===== config.mk =====
export PLATFORM = sky130hd
export DESIGN_NAME = cpu_frontend
export DESIGN_NICKNAME = d
export VERILOG_FILES = /design/src/hdl/cpu_frontend_pkg.sv /design/src/hdl/frontend_fsm.sv /design/src/hdl/byte_counter.sv /design/src/hdl/program_ram.sv /design/src/hdl/instr_assembler.sv /design/src/hdl/irq_queue.sv /design/src/hdl/ip_unit.sv /design/src/hdl/cpu_frontend.sv
export VERILOG_INCLUDE_DIRS = /design/src /design/src/hdl
export SDC_FILE = /design/constraint.sdc
export NUM_CORES = 2
export LEC_CHECK = 0
export BUFFER_PORTS_ARGS = -buffer_cell sky130_fd_sc_hd__buf_2
export CORE_MARGIN = 2
export CORE_UTILIZATION = 57
export DETAILED_ROUTE_END_ITERATION = 10
export GPL_ROUTABILITY_DRIVEN = 0
export HOLD_SLACK_MARGIN = 0.12
export PLACE_DENSITY_LB_ADDON = 0.2
export SLEW_MARGIN = 30
export SYNTH_ARGS = -nofsm -noshare
export SYNTH_HDL_FRONTEND = slang
export SYNTH_HIERARCHICAL = 1
export SYNTH_SLANG_ARGS = --single-unit
export TNS_END_PERCENT = 30

===== constraint.sdc =====
create_clock -name CLOCK_50 -period 3.46 [get_ports CLOCK_50]
set_input_delay 0.519 -clock CLOCK_50 [delete_from_list [all_inputs] [get_ports CLOCK_50]]
set_output_delay 0.519 -clock CLOCK_50 [all_outputs]
set_load 0.01 [all_outputs]

===== src/hdl/cpu_frontend_settings.svh =====
`ifndef CPU_FRONTEND_SETTINGS_SVH
`define CPU_FRONTEND_SETTINGS_SVH

// Byte address width for ROM, memory and instruction pointers.
`define ADDR_W 16

// Operands are 32-bit little-endian words.
`define OPERAND_W 32
`define OPERAND_BYTES 4

// One operation byte plus two operands.
`define INSTR_BYTES 9

// On-chip program memory in bytes.
`define MEM_DEPTH 256

// First occurrence of this byte opens the code section.
`define CODE_MARKER 8'hC0

// Interrupt vectors and queue.
`define NUM_IRQ 4
`define IRQ_KEY 0
`define IRQ_DEPTH 4

`endif


===== src/hdl/cpu_frontend_pkg.sv =====
`include "cpu_frontend_settings.svh"

package cpu_frontend_pkg;

    // Sequencer states.
    typedef enum logic [2:0] {
        LOAD,
        FETCH,
        ISSUE,
        ADVANCE,
        IRQ_CHECK,
        IRQ_ENTER
    } fe_state_t;

    // One assembled instruction, operation in the top byte.
    typedef struct packed {
        logic [7:0]            operation;
        logic [`OPERAND_W-1:0] operand1;
        logic [`OPERAND_W-1:0] operand2;
    } instr_t;

    // One pending interrupt.
    typedef struct packed {
        logic [1:0]            irq_type;
        logic [`OPERAND_W-1:0] value;   // Scancode, zero-extended.
    } irq_entry_t;

endpackage


===== src/hdl/frontend_fsm.sv =====
`timescale 1ns/1ps
`include "cpu_frontend_settings.svh"

module frontend_fsm (
    input  logic                        CLOCK_50,
    input  logic                        rst_n_i,
    input  logic                        rom_done_i,
    input  logic [7:0]                  rom_byte_i,
    input  logic [`ADDR_W-1:0]          byte_idx_i,
    input  logic                        queue_empty_i,
    input  logic                        isr_active_i,
    input  logic                        iret_i,
    output cpu_frontend_pkg::fe_state_t state_o,
    output logic                        cnt_clear_o,
    output logic                        cnt_step_o,
    output logic                        mem_we_o,
    output logic                        mem_rd_o,
    output logic                        shift_o,
    output logic                        set_code_start_o,
    output logic                        advance_o,
    output logic                        enter_irq_o,
    output logic                        pop_o,
    output logic                        instr_valid_o
);
    import cpu_frontend_pkg::*;

    fe_state_t state_q;
    fe_state_t state_d;
    logic      marker_found_q;
    logic      capture_q;       // Second cycle of a byte fetch.
    logic      last_byte;
    logic      restart;

    assign last_byte = (byte_idx_i == `ADDR_W'(`INSTR_BYTES - 1));
    // Return from a routine throws away the fetch under way.
    assign restart   = iret_i && isr_active_i && (state_q != LOAD);
    assign state_o   = state_q;

    always_comb
    begin
        state_d          = state_q;
        cnt_clear_o      = 1'b0;
        cnt_step_o       = 1'b0;
        mem_we_o         = 1'b0;
        mem_rd_o         = 1'b0;
        shift_o          = 1'b0;
        set_code_start_o = 1'b0;
        advance_o        = 1'b0;
        enter_irq_o      = 1'b0;
        pop_o            = 1'b0;
        instr_valid_o    = 1'b0;
        case (state_q)
            LOAD:
            begin
                if (rom_done_i)
                begin
                    cnt_clear_o = 1'b1;
                    state_d     = FETCH;
                end
                else
                begin
                    mem_we_o         = 1'b1;
                    cnt_step_o       = 1'b1;
                    set_code_start_o = !marker_found_q && (rom_byte_i == `CODE_MARKER);
                end
            end
            FETCH:
            begin
                if (!capture_q)
                begin
                    mem_rd_o = 1'b1;
                end
                else
                begin
                    shift_o    = 1'b1;
                    cnt_step_o = 1'b1;
                    if (last_byte)
                    begin
                        state_d = ISSUE;
                    end
                end
            end
            ISSUE:
            begin
                instr_valid_o = 1'b1;
                cnt_clear_o   = 1'b1;
                state_d       = ADVANCE;
            end
            ADVANCE:
            begin
                advance_o = 1'b1;
                state_d   = IRQ_CHECK;
            end
            IRQ_CHECK:
            begin
                // Only one routine runs at a time.
                state_d = (!queue_empty_i && !isr_active_i) ? IRQ_ENTER : FETCH;
            end
            IRQ_ENTER:
            begin
                enter_irq_o = 1'b1;
                pop_o       = 1'b1;
                state_d     = FETCH;
            end
            default:
            begin
                state_d = LOAD;
            end
        endcase

        if (restart)
        begin
            state_d     = FETCH;
            cnt_clear_o = 1'b1;
            cnt_step_o  = 1'b0;
            mem_rd_o    = 1'b0;
            shift_o     = 1'b0;
            advance_o   = 1'b0;
        end
    end

    always_ff @(posedge CLOCK_50 or negedge rst_n_i)
    begin
        if (!rst_n_i)
        begin
            state_q        <= LOAD;
            marker_found_q <= 1'b0;
            capture_q      <= 1'b0;
        end
        else
        begin
            state_q <= state_d;
            if (set_code_start_o)
            begin
                marker_found_q <= 1'b1;
            end
            if (restart || state_q != FETCH)
            begin
                capture_q <= 1'b0;
            end
            else
            begin
                capture_q <= !capture_q;
            end
        end
    end

endmodule


===== src/hdl/byte_counter.sv =====
`timescale 1ns/1ps
`include "cpu_frontend_settings.svh"

module byte_counter (
    input  logic               CLOCK_50,
    input  logic               rst_n_i,
    input  logic               clear_i,
    input  logic               step_i,
    output logic [`ADDR_W-1:0] count_o
);

    // Load address during LOAD, byte index within the instruction afterwards.
    always_ff @(posedge CLOCK_50 or negedge rst_n_i)
    begin
        if (!rst_n_i)
        begin
            count_o <= '0;
        end
        else if (clear_i)
        begin
            count_o <= '0;
        end
        else if (step_i)
        begin
            count_o <= count_o + `ADDR_W'(1);
        end
    end

endmodule


===== src/hdl/program_ram.sv =====
`timescale 1ns/1ps
`include "cpu_frontend_settings.svh"

module program_ram (
    input  logic               CLOCK_50,
    input  logic               we_i,
    input  logic [`ADDR_W-1:0] wr_addr_i,
    input  logic [7:0]         wr_data_i,
    input  logic               rd_i,
    input  logic [`ADDR_W-1:0] rd_addr_i,
    output logic [7:0]         rd_data_o
);

    localparam int AW = $clog2(`MEM_DEPTH);

    logic [7:0] mem [`MEM_DEPTH];

    // Addresses wrap at the array size.
    always_ff @(posedge CLOCK_50)
    begin
        if (we_i)
        begin
            mem[wr_addr_i[AW-1:0]] <= wr_data_i;
        end
        if (rd_i)
        begin
            rd_data_o <= mem[rd_addr_i[AW-1:0]];
        end
    end

endmodule


===== src/hdl/instr_assembler.sv =====
`timescale 1ns/1ps
`include "cpu_frontend_settings.svh"

module instr_assembler (
    input  logic                     CLOCK_50,
    input  logic                     rst_n_i,
    input  logic                     shift_i,
    input  logic [`ADDR_W-1:0]       byte_idx_i,
    input  logic [7:0]               byte_i,
    output cpu_frontend_pkg::instr_t instr_o
);

    logic [7:0]            operation_q;
    logic [`OPERAND_W-1:0] operand1_q;
    logic [`OPERAND_W-1:0] operand2_q;

    // Operands fill from the top, so the first byte ends up lowest.
    always_ff @(posedge CLOCK_50 or negedge rst_n_i)
    begin
        if (!rst_n_i)
        begin
            operation_q <= '0;
            operand1_q  <= '0;
            operand2_q  <= '0;
        end
        else if (shift_i)
        begin
            if (byte_idx_i == '0)
            begin
                operation_q <= byte_i;
            end
            else if (byte_idx_i <= `ADDR_W'(`OPERAND_BYTES))
            begin
                operand1_q <= {byte_i, operand1_q[`OPERAND_W-1:8]};
            end
            else
            begin
                operand2_q <= {byte_i, operand2_q[`OPERAND_W-1:8]};
            end
        end
    end

    assign instr_o = '{operation: operation_q, operand1: operand1_q, operand2: operand2_q};

endmodule


===== src/hdl/irq_queue.sv =====
`timescale 1ns/1ps
`include "cpu_frontend_settings.svh"

module irq_queue (
    input  logic                         CLOCK_50,
    input  logic                         rst_n_i,
    input  logic                         push_i,
    input  logic [7:0]                   scancode_i,
    input  logic                         pop_i,
    output cpu_frontend_pkg::irq_entry_t head_o,
    output logic                         empty_o
);
    import cpu_frontend_pkg::*;

    localparam int PW = $clog2(`IRQ_DEPTH);

    irq_entry_t    entries [`IRQ_DEPTH];
    irq_entry_t    new_entry;
    logic [PW-1:0] wr_ptr_q;
    logic [PW-1:0] rd_ptr_q;
    logic [PW:0]   count_q;
    logic          do_push;
    logic          do_pop;

    assign new_entry = '{irq_type: 2'(`IRQ_KEY), value: {{(`OPERAND_W-8){1'b0}}, scancode_i}};

    assign empty_o = (count_q == '0);
    // A scancode that finds the queue full is lost.
    assign do_push = push_i && (count_q != (PW+1)'(`IRQ_DEPTH));
    assign do_pop  = pop_i && !empty_o;
    assign head_o  = entries[rd_ptr_q];

    always_ff @(posedge CLOCK_50)
    begin
        if (do_push)
        begin
            entries[wr_ptr_q] <= new_entry;
        end
    end

    always_ff @(posedge CLOCK_50 or negedge rst_n_i)
    begin
        if (!rst_n_i)
        begin
            wr_ptr_q <= '0;
            rd_ptr_q <= '0;
            count_q  <= '0;
        end
        else
        begin
            if (do_push)
            begin
                wr_ptr_q <= wr_ptr_q + 1'b1;
            end
            if (do_pop)
            begin
                rd_ptr_q <= rd_ptr_q + 1'b1;
            end
            count_q <= count_q + (PW+1)'(do_push) - (PW+1)'(do_pop);
        end
    end

endmodule


===== src/hdl/ip_unit.sv =====
`timescale 1ns/1ps
`include "cpu_frontend_settings.svh"

module ip_unit (
    input  logic                         CLOCK_50,
    input  logic                         rst_n_i,
    input  logic                         set_code_start_i,
    input  logic [`ADDR_W-1:0]           start_addr_i,
    input  logic                         advance_i,
    input  logic                         enter_irq_i,
    input  cpu_frontend_pkg::irq_entry_t irq_i,
    input  logic                         iret_i,
    input  logic                         vector_we_i,
    input  logic [1:0]                   vector_idx_i,
    input  logic [`ADDR_W-1:0]           vector_addr_i,
    output logic [`ADDR_W-1:0]           ip_o,
    output logic                         isr_active_o,
    output logic [`OPERAND_W-1:0]        isr_value_o
);

    logic [`ADDR_W-1:0] saved_ip_q;
    logic [`ADDR_W-1:0] code_start_q;
    logic [`ADDR_W-1:0] vector_q [`NUM_IRQ];
    logic [`ADDR_W-1:0] first_code;

    // Code starts right after the marker byte.
    assign first_code = start_addr_i + `ADDR_W'(1);

    always_ff @(posedge CLOCK_50 or negedge rst_n_i)
    begin
        if (!rst_n_i)
        begin
            ip_o         <= '0;
            saved_ip_q   <= '0;
            code_start_q <= '0;
            isr_active_o <= 1'b0;
            isr_value_o  <= '0;
            for (int i = 0; i < `NUM_IRQ; i++)
            begin
                vector_q[i] <= '0;
            end
        end
        else
        begin
            if (vector_we_i)
            begin
                vector_q[vector_idx_i] <= vector_addr_i;
            end

            if (set_code_start_i)
            begin
                code_start_q <= first_code;
                ip_o         <= first_code;
            end
            else if (enter_irq_i)
            begin
                // The pointer was already advanced past the last instruction.
                saved_ip_q   <= ip_o;
                ip_o         <= code_start_q + vector_q[irq_i.irq_type];
                isr_active_o <= 1'b1;
                isr_value_o  <= irq_i.value;
            end
            else if (iret_i && isr_active_o)
            begin
                ip_o         <= saved_ip_q;
                isr_active_o <= 1'b0;
            end
            else if (advance_i)
            begin
                ip_o <= ip_o + `ADDR_W'(`INSTR_BYTES);
            end
        end
    end

endmodule


===== src/hdl/cpu_frontend.sv =====
`timescale 1ns/1ps
`include "cpu_frontend_settings.svh"

module cpu_frontend (
    input  logic                     CLOCK_50,
    input  logic                     rst_n_i,
    output logic [`ADDR_W-1:0]       rom_addr_o,
    input  logic [7:0]               rom_byte_i,
    input  logic                     rom_done_i,
    input  logic [7:0]               scancode_i,
    input  logic                     scancode_valid_i,
    input  logic                     vector_we_i,
    input  logic [1:0]               vector_idx_i,
    input  logic [`ADDR_W-1:0]       vector_addr_i,
    input  logic                     iret_i,
    output logic                     instr_valid_o,
    output cpu_frontend_pkg::instr_t instr_o,
    output logic [`ADDR_W-1:0]       instr_ip_o,
    output logic                     isr_active_o,
    output logic [`OPERAND_W-1:0]    isr_value_o
);
    import cpu_frontend_pkg::*;

    logic               cnt_clear;
    logic               cnt_step;
    logic               mem_we;
    logic               mem_rd;
    logic               shift;
    logic               set_code_start;
    logic               advance;
    logic               enter_irq;
    logic               pop;
    logic [`ADDR_W-1:0] byte_cnt;
    logic [`ADDR_W-1:0] ip;
    logic [7:0]         rd_data;
    logic               queue_empty;
    logic               isr_active;
    irq_entry_t         irq_head;

    // The counter is the ROM address during load.
    assign rom_addr_o   = byte_cnt;
    assign instr_ip_o   = ip;
    assign isr_active_o = isr_active;

    frontend_fsm i_frontend_fsm (
        .CLOCK_50         (CLOCK_50),
        .rst_n_i          (rst_n_i),
        .rom_done_i       (rom_done_i),
        .rom_byte_i       (rom_byte_i),
        .byte_idx_i       (byte_cnt),
        .queue_empty_i    (queue_empty),
        .isr_active_i     (isr_active),
        .iret_i           (iret_i),
        .state_o          (),
        .cnt_clear_o      (cnt_clear),
        .cnt_step_o       (cnt_step),
        .mem_we_o         (mem_we),
        .mem_rd_o         (mem_rd),
        .shift_o          (shift),
        .set_code_start_o (set_code_start),
        .advance_o        (advance),
        .enter_irq_o      (enter_irq),
        .pop_o            (pop),
        .instr_valid_o    (instr_valid_o)
    );

    byte_counter i_byte_counter (
        .CLOCK_50 (CLOCK_50),
        .rst_n_i  (rst_n_i),
        .clear_i  (cnt_clear),
        .step_i   (cnt_step),
        .count_o  (byte_cnt)
    );

    program_ram i_program_ram (
        .CLOCK_50  (CLOCK_50),
        .we_i      (mem_we),
        .wr_addr_i (byte_cnt),
        .wr_data_i (rom_byte_i),
        .rd_i      (mem_rd),
        .rd_addr_i (ip + byte_cnt),
        .rd_data_o (rd_data)
    );

    instr_assembler i_instr_assembler (
        .CLOCK_50   (CLOCK_50),
        .rst_n_i    (rst_n_i),
        .shift_i    (shift),
        .byte_idx_i (byte_cnt),
        .byte_i     (rd_data),
        .instr_o    (instr_o)
    );

    irq_queue i_irq_queue (
        .CLOCK_50   (CLOCK_50),
        .rst_n_i    (rst_n_i),
        .push_i     (scancode_valid_i),
        .scancode_i (scancode_i),
        .pop_i      (pop),
        .head_o     (irq_head),
        .empty_o    (queue_empty)
    );

    ip_unit i_ip_unit (
        .CLOCK_50         (CLOCK_50),
        .rst_n_i          (rst_n_i),
        .set_code_start_i (set_code_start),
        .start_addr_i     (byte_cnt),
        .advance_i        (advance),
        .enter_irq_i      (enter_irq),
        .irq_i            (irq_head),
        .iret_i           (iret_i),
        .vector_we_i      (vector_we_i),
        .vector_idx_i     (vector_idx_i),
        .vector_addr_i    (vector_addr_i),
        .ip_o             (ip),
        .isr_active_o     (isr_active),
        .isr_value_o      (isr_value_o)
    );

endmodule


==> After elaboration in Yosys (flattened, before gate mapping) <==
Memories as Yosys holds them, arrays and structs flattened. A register that Yosys moved wholly into a read port is not among the register bits.
Index checks and enable logic that the tools add are counted.
{ "totals": {"register_bits": 245, "ram_bits": 2080, "inputBits": 40, "output_inout_bits": 138, "word_cells": 120, "n_memories": 2} }
{ "mem_list": {"columns": ["name", "words", "word_bits", "read_ports", "rd_clocked_by_memory_dff", "wr", "line_no", "source"], "rows": [
  ["i_program_ram.mem", 256, 8, 1, 1, 1, "program_ram.sv:16", "logic [7:0] mem [`MEM_DEPTH];"],
  ["i_irq_queue.entries", 4, 8, 1, 1, 1, "irq_queue.sv:17", "irq_entry_t entries [`IRQ_DEPTH];"]
]} }
{ "op_classes": {"add_sub_neg": 8, "order_cmp": 4, "n_eq_ne": 12, "mux": 44, "n_bitwise": 5, "n_reduce_logical": 26} }
{ "ops": {"columns": ["op", "n"], "rows": [
  ["2-to-1 mux 16 bit", 9],
  ["bitwise mux 64 bit", 1],
  ["binary-select mux 16 bit (select 2 bit)", 1],
  ["demux 16 bit (select 2 bit)", 1],
  ["2-to-1 mux 1 bit", 24],
  ["one-hot mux 3 bit (6 select lines)", 1],
  ["adder 16 x 1 -> 16 bit (second input constant)", 1],
  ["adder 16 bit", 1],
  ["adder 16 x 4 -> 16 bit (second input constant)", 1],
  ["equality test 16 x 4 -> 1 bit (second input constant)", 1],
  ["<= comparator 16 x 3 -> 1 bit (second input constant)", 1],
  ["logical NOT 16 bit", 1],
  ["2-to-1 mux 3 bit", 5],
  ["inequality test 3 x 1 -> 1 bit (second input constant)", 3],
  ["AND reduction 3 bit", 3],
  ["adder 8 bit", 1],
  ["equality test 8 bit (second input constant)", 1],
  ["logical AND 1 bit", 7],
  ["equality test 3 x 2 -> 1 bit (second input constant)", 2],
  ["equality test 3 bit (second input constant)", 2],
  ["greater-or-equal comparator 3 bit (second input constant)", 2],
  ["logical NOT 3 bit", 2],
  ["AND reduction 2 bit", 3],
  ["logical NOT 1 bit", 5],
  ["other kinds (15)", 20]
]} }

==> Logic depth before layout (Yosys ltp) <==
{ "logic_depth": {"depth_word": 7, "depth_mapped": 13, "mapped_depth_nobuf": 11} }

==> Cells and area by module <==
The synthesis kept the hierarchy.
{ "by_module_without_submodules": {"columns": ["module", "n_inst", "cells_each", "area_each_um2", "seq_area_each_um2"], "rows": [
  ["program_ram", 1, 3733, 79636.4, 61739.2],
  ["ip_unit", 1, 718, 7448.4, 3628.5],
  ["instr_assembler", 1, 274, 3339.5, 1801.7],
  ["irq_queue", 1, 110, 1825.5, 1136.1],
  ["cpu_frontend", 1, 118, 877.1, 0.0],
  ["byte_counter", 1, 82, 872.1, 400.4],
  ["frontend_fsm", 1, 42, 364.1, 125.1]
]} }

==> Least setup slack after synthesis <==
Ideal clock, no wire load.
{ "synth_timing": {"path_type": "reg2reg", "startpoint": "register i_byte_counter.count_o[0]", "endpoint": "register i_program_ram.rd_data_o[7] (read register of i_program_ram.mem), data pin", "setup_ns": 0.266, "arrival_time_ns": 3.438, "required_time_ns": 3.194, "setup_slack_ns": -0.244, "path_stages_with_launch": 14, "path_buffers": 2, "period_less_slack_ns": 3.704, "path_cell_list": "dfrtp_1 > ha_1 > fa_1 > a21oi_1 > o221ai_1 > xnor2_1 > clkbuf_1 > nor3b_1 > clkbuf_1 > o221ai_1 > nand2_1 > a21oi_1 > nor4_1 > nor4_1"} }
{ "synth_via": {"elab_chain_cells": 1} }
{ "synth_lines": {"columns": ["item", "line_no", "source"], "rows": [
  ["start, declared", "byte_counter.sv:9", "output logic [`ADDR_W-1:0] count_o"],
  ["start signal, assigned", "byte_counter.sv:25", "count_o <= count_o + `ADDR_W'(1);"],
  ["adder 8 bit", "cpu_frontend.sv:81", ".rd_addr_i (ip + byte_cnt),"],
  ["end, declared", "program_ram.sv:11", "output logic [7:0] rd_data_o"]
]} }
No other way between the ends.
A chain may end at the register's enable or synchronous reset.

==> Worst setup path in the final report <==
{ "layout_timing": {"startpoint": "register i_ip_unit.ip_o[0]", "endpoint": "register i_program_ram.rd_data_o[4] (read register of i_program_ram.mem), data pin"} }
{ "layout_via": {"elab_chain_cells": 1} }
{ "layout_lines": {"columns": ["item", "line_no", "source"], "rows": [
  ["start, declared", "ip_unit.sv:16", "output logic [`ADDR_W-1:0] ip_o,"],
  ["start signal, assigned", "ip_unit.sv:53", "ip_o <= first_code;"],
  ["start signal, assigned", "ip_unit.sv:59", "ip_o <= code_start_q + vector_q[irq_i.irq_type];"],
  ["start signal, assigned", "ip_unit.sv:65", "ip_o <= saved_ip_q;"],
  ["adder 8 bit", "cpu_frontend.sv:81", null]
]} }
No other way between the ends.

==> summary.md <==
| Metric | Value |
|---|---|
| Outcome | complete, but fails checks |
| Failing checks | negative setup slack |
| Starting Density | about 57% |
| Via count | ~52,000 |
| Peak supply drop | between 600 and 700 uV |
| Worst-margin pin slew | 0.973 ns |
| Slowest stage cell, crit path | fa_4 |
| NumNets Final | just under 6,000 |
| Area of the die | ~170,000 sq um |
| F_max | around 0.26 GHz |
| Post-route setup slack | -0.411 ns |
| Hold Path Sink | i_program_ram/mem[137][1] |
| Site row count | 148 |
| Post-detailed-routing wire length | around 240 mm |
| Io pins | about 180 |
| Total gr overflow | 0 |
| Cell mode on critical path | buf_4 |
| Yosys warning count | 6 |
| Share of cells above drive strength 1 | 32.3% |
| WS Path Type | reg2reg |
| Clock Skews | 0.0254 ns |
| Crit path largest cell delay | 0.86 ns |
| Slack of the worst reg-to-reg path | -0.41 ns |
| Peak fanout along the critical path | 6 |
| Hold depth | 2 |
| CTS Buf Count | ~230 |
| Final min period | 3.87 ns |
| Startpoint Class | flop |
| Dpl cell area | about 100,000 sq um |
| Headroom to the max-slew limit | a little over a third |
| CTS tree | yes |
| Tcrit/Tclk final | 112% |
| RR Endpoint | i_program_ram/rd_data_o[4] |
| Final Hold Violating Endpoints | 0 |
| Hpwl dp | ~150 mm |
| Number of I/O port buffers | 177 |
| CP endpoint kind | flop |
| Fin cells | a little over 8,000 |
| Final setup fails | 8 |
| Fin. max-slew vios | 0 |
| First-pass iteration count of the detailed router | 6 |
| Worst Hold Launch | rom_byte_i[1] |
| Worst Path Required | a little over 4 ns |
| Mapped Area | 93,800 sq um |
| Reg2reg path depth | 12 |
| Post-route cell area | around 110,000 sq um |
| Dpl ws | -1.05 ns |
| Reg2reg start | i_ip_unit/ip_o[0] |
| Leak | between 30 and 40 nW |
| CTS root buf | clkbuf_16 |
| Vias in the first global route | about 52,000 |
| Chip height | about 400 microns |
| Clk slew on worst S/H paths | 0.06 ns |
| Synth Instances | about 5,000 |
| Antenna-violating nets left | 0 |
| Worst path arrival time | 4.47 ns |
| Largest net degree at the start of global routing | roughly 180 |
| Detailed Route Iter0 Violations | between 6,000 and 7,000 |
| PD cells | 886 nW/um^2 |
| CP Cell Sequence | ha_4 -> fa_4 -> buf_12 -> buf_4 -> clkbuf_16 -> buf_4 -> mux4_2 -> mux4_2 -> nor2b_1 -> nor4_4 -> buf_4 -> nor4_1 |
| Hold WS | around 0.21 ns |
| Area grow syn2layout | 17.9% |
| WL per Instance | 28.9 microns |
| Initial antenna violation count | 7 |
| DR vias/cell | ~6.3 |
| Total power | 98.0 mW |
| Placed cells | 7,708 |
| Total number of H-tree levels | 4 |
| RSZ-0062 raised after global routing | yes |
| Core area | 163,000 sq um |
| Hold/Removal Path Class | in2reg |
| Die width | around 410 microns |
| Clock tree sinks | 2,333 |
| Clock latency on the worst-skew pair | between 0.8 and 0.9 ns |
| Total track usage | between 20% and 30% |
| Global-route wire length before repair | ~350 mm |
| Syn avg cell area | 18.8 sq um |
| DRC | 0 |
| Clk buf depth | 3 |
| Max-capacitance violation count | 0 |
## cell type report
class	instances	area (sq um)
Tap cell	2175	2720
Inverter	28	105
Fill cell	10414	52600
Clock buffer	284	6030
Clock inverter	138	1420
Timing Repair Buffer	927	7770
Sequential cell	2333	68800
Multi-Input combinational cell	2336	23700
Antenna cell	2	5.00
## critical path: cells and delay by family (launching register included)
family	cells	cell delay (ns)
buf+inv	5	0.78
mux	2	0.84
simple gates	3	0.48
flops	1	0.41
fa+ha+maj	2	1.04
## cells in the final DEF (no fill, tap or decap), drive strengths merged, types with 26 or more instances in the layout
| cell type | n |
|---|---|
| nand2 | 284 |
| nand3 | 55 |
| o21ai | 41 |
| clkbuf | 292 |
| nor4 | 43 |
| clkinv | 99 |
| o221ai | 82 |
| inv | 35 |
| o22ai | 29 |
| ha | 32 |
| nand2b | 47 |
| nor2 | 344 |
| xnor2 | 33 |
| mux2i | 138 |
| conb | 26 |
| buf | 885 |
| edfxtp | 2088 |
| dfrtp | 245 |
| mux2 | 107 |
| bufinv | 26 |
| a21oi | 137 |
| nor3 | 35 |
| dlygate4sd3 | 34 |
| a22oi | 134 |
| mux4 | 480 |
| nor2b | 35 |
## power breakdown
group / internal (mW) / switching [mW] / total (mW)
clock: 14.3 / 10.4 / 24.7
sequential: 31.7 / 0.837 / 32.6
combinational: 19.4 / 21.3 / 40.7
total: 65.4 / 32.6 / 98.0
## worst max path at each step
stage / startpoint / end / depth (start not counted)
2_1_floorplan: i_byte_counter/count_o[0] / i_program_ram/rd_data_o[0] / 13
6_report: i_ip_unit/ip_o[0] / i_program_ram/rd_data_o[4] / 12
3_5_place_dp: i_ip_unit/ip_o[1] / i_program_ram/rd_data_o[6] / 16
3_3_place_gp: i_ip_unit/ip_o[1] / i_program_ram/rd_data_o[7] / 13
4_1_cts: i_byte_counter/count_o[0] / i_program_ram/rd_data_o[1] / 10
5_1_grt: i_ip_unit/ip_o[0] / i_program_ram/rd_data_o[4] / 12
## per-layer routing
| layer | GRT usage (%) | part of all wire (%) | wire length, microns | up-vias |
|---|---|---|---|---|
| met2 | 44.1 | 48 | 114000 | 2615 |
| li1 | - | - | - | 21878 |
| met5 | 0 | 0.0067 | 16 | - |
| met3 | 5.18 | 9.2 | 21900 | 458 |
| met4 | 10.8 | 3.9 | 9240 | 2 |
| met1 | 40.1 | 39 | 92700 | 27036 |
## what timing repair did
action                                  4_1_cts  5_1_grt
cloned                                        0        5
setup buffers                                22       26
hold endpoints to repair                    364        0
pin swaps                                    14       13
hold buffers                                 34        0
resized for setup                            67       35
endpoints found under the setup margin        8        8
## metrics by stage
stage	TNS [ns]	util (%)
2_1_floorplan	0	-
3_3_place_gp	-6.95	62.2
3_5_place_dp	-5.61	62.2
4_1_cts	-2.22	67.4
5_1_grt	-3.08	67.8
6_report	-2.67	67.8
## sequential cells by signal, indices dropped and copies added (netlist names)
name,flops
i_program_ram/mem,2048
i_ip_unit/vector_q,64
i_instr_assembler/operand1_q,32
i_instr_assembler/operand2_q,32
i_ip_unit/isr_value_o,32
i_irq_queue/entries,32
i_byte_counter/count_o,16
i_ip_unit/code_start_q,16
i_ip_unit/ip_o,16
i_ip_unit/saved_ip_q,16
i_instr_assembler/operation_q,8
i_program_ram/rd_data_o,8
i_frontend_fsm/state_o,3
i_irq_queue/count_q,3
i_irq_queue/rd_ptr_q,2
i_irq_queue/wr_ptr_q,2
i_frontend_fsm/capture_q,1
i_frontend_fsm/marker_found_q,1
i_ip_unit/isr_active_o,1
No activity file was read; power rests on OpenSTA's default activity.
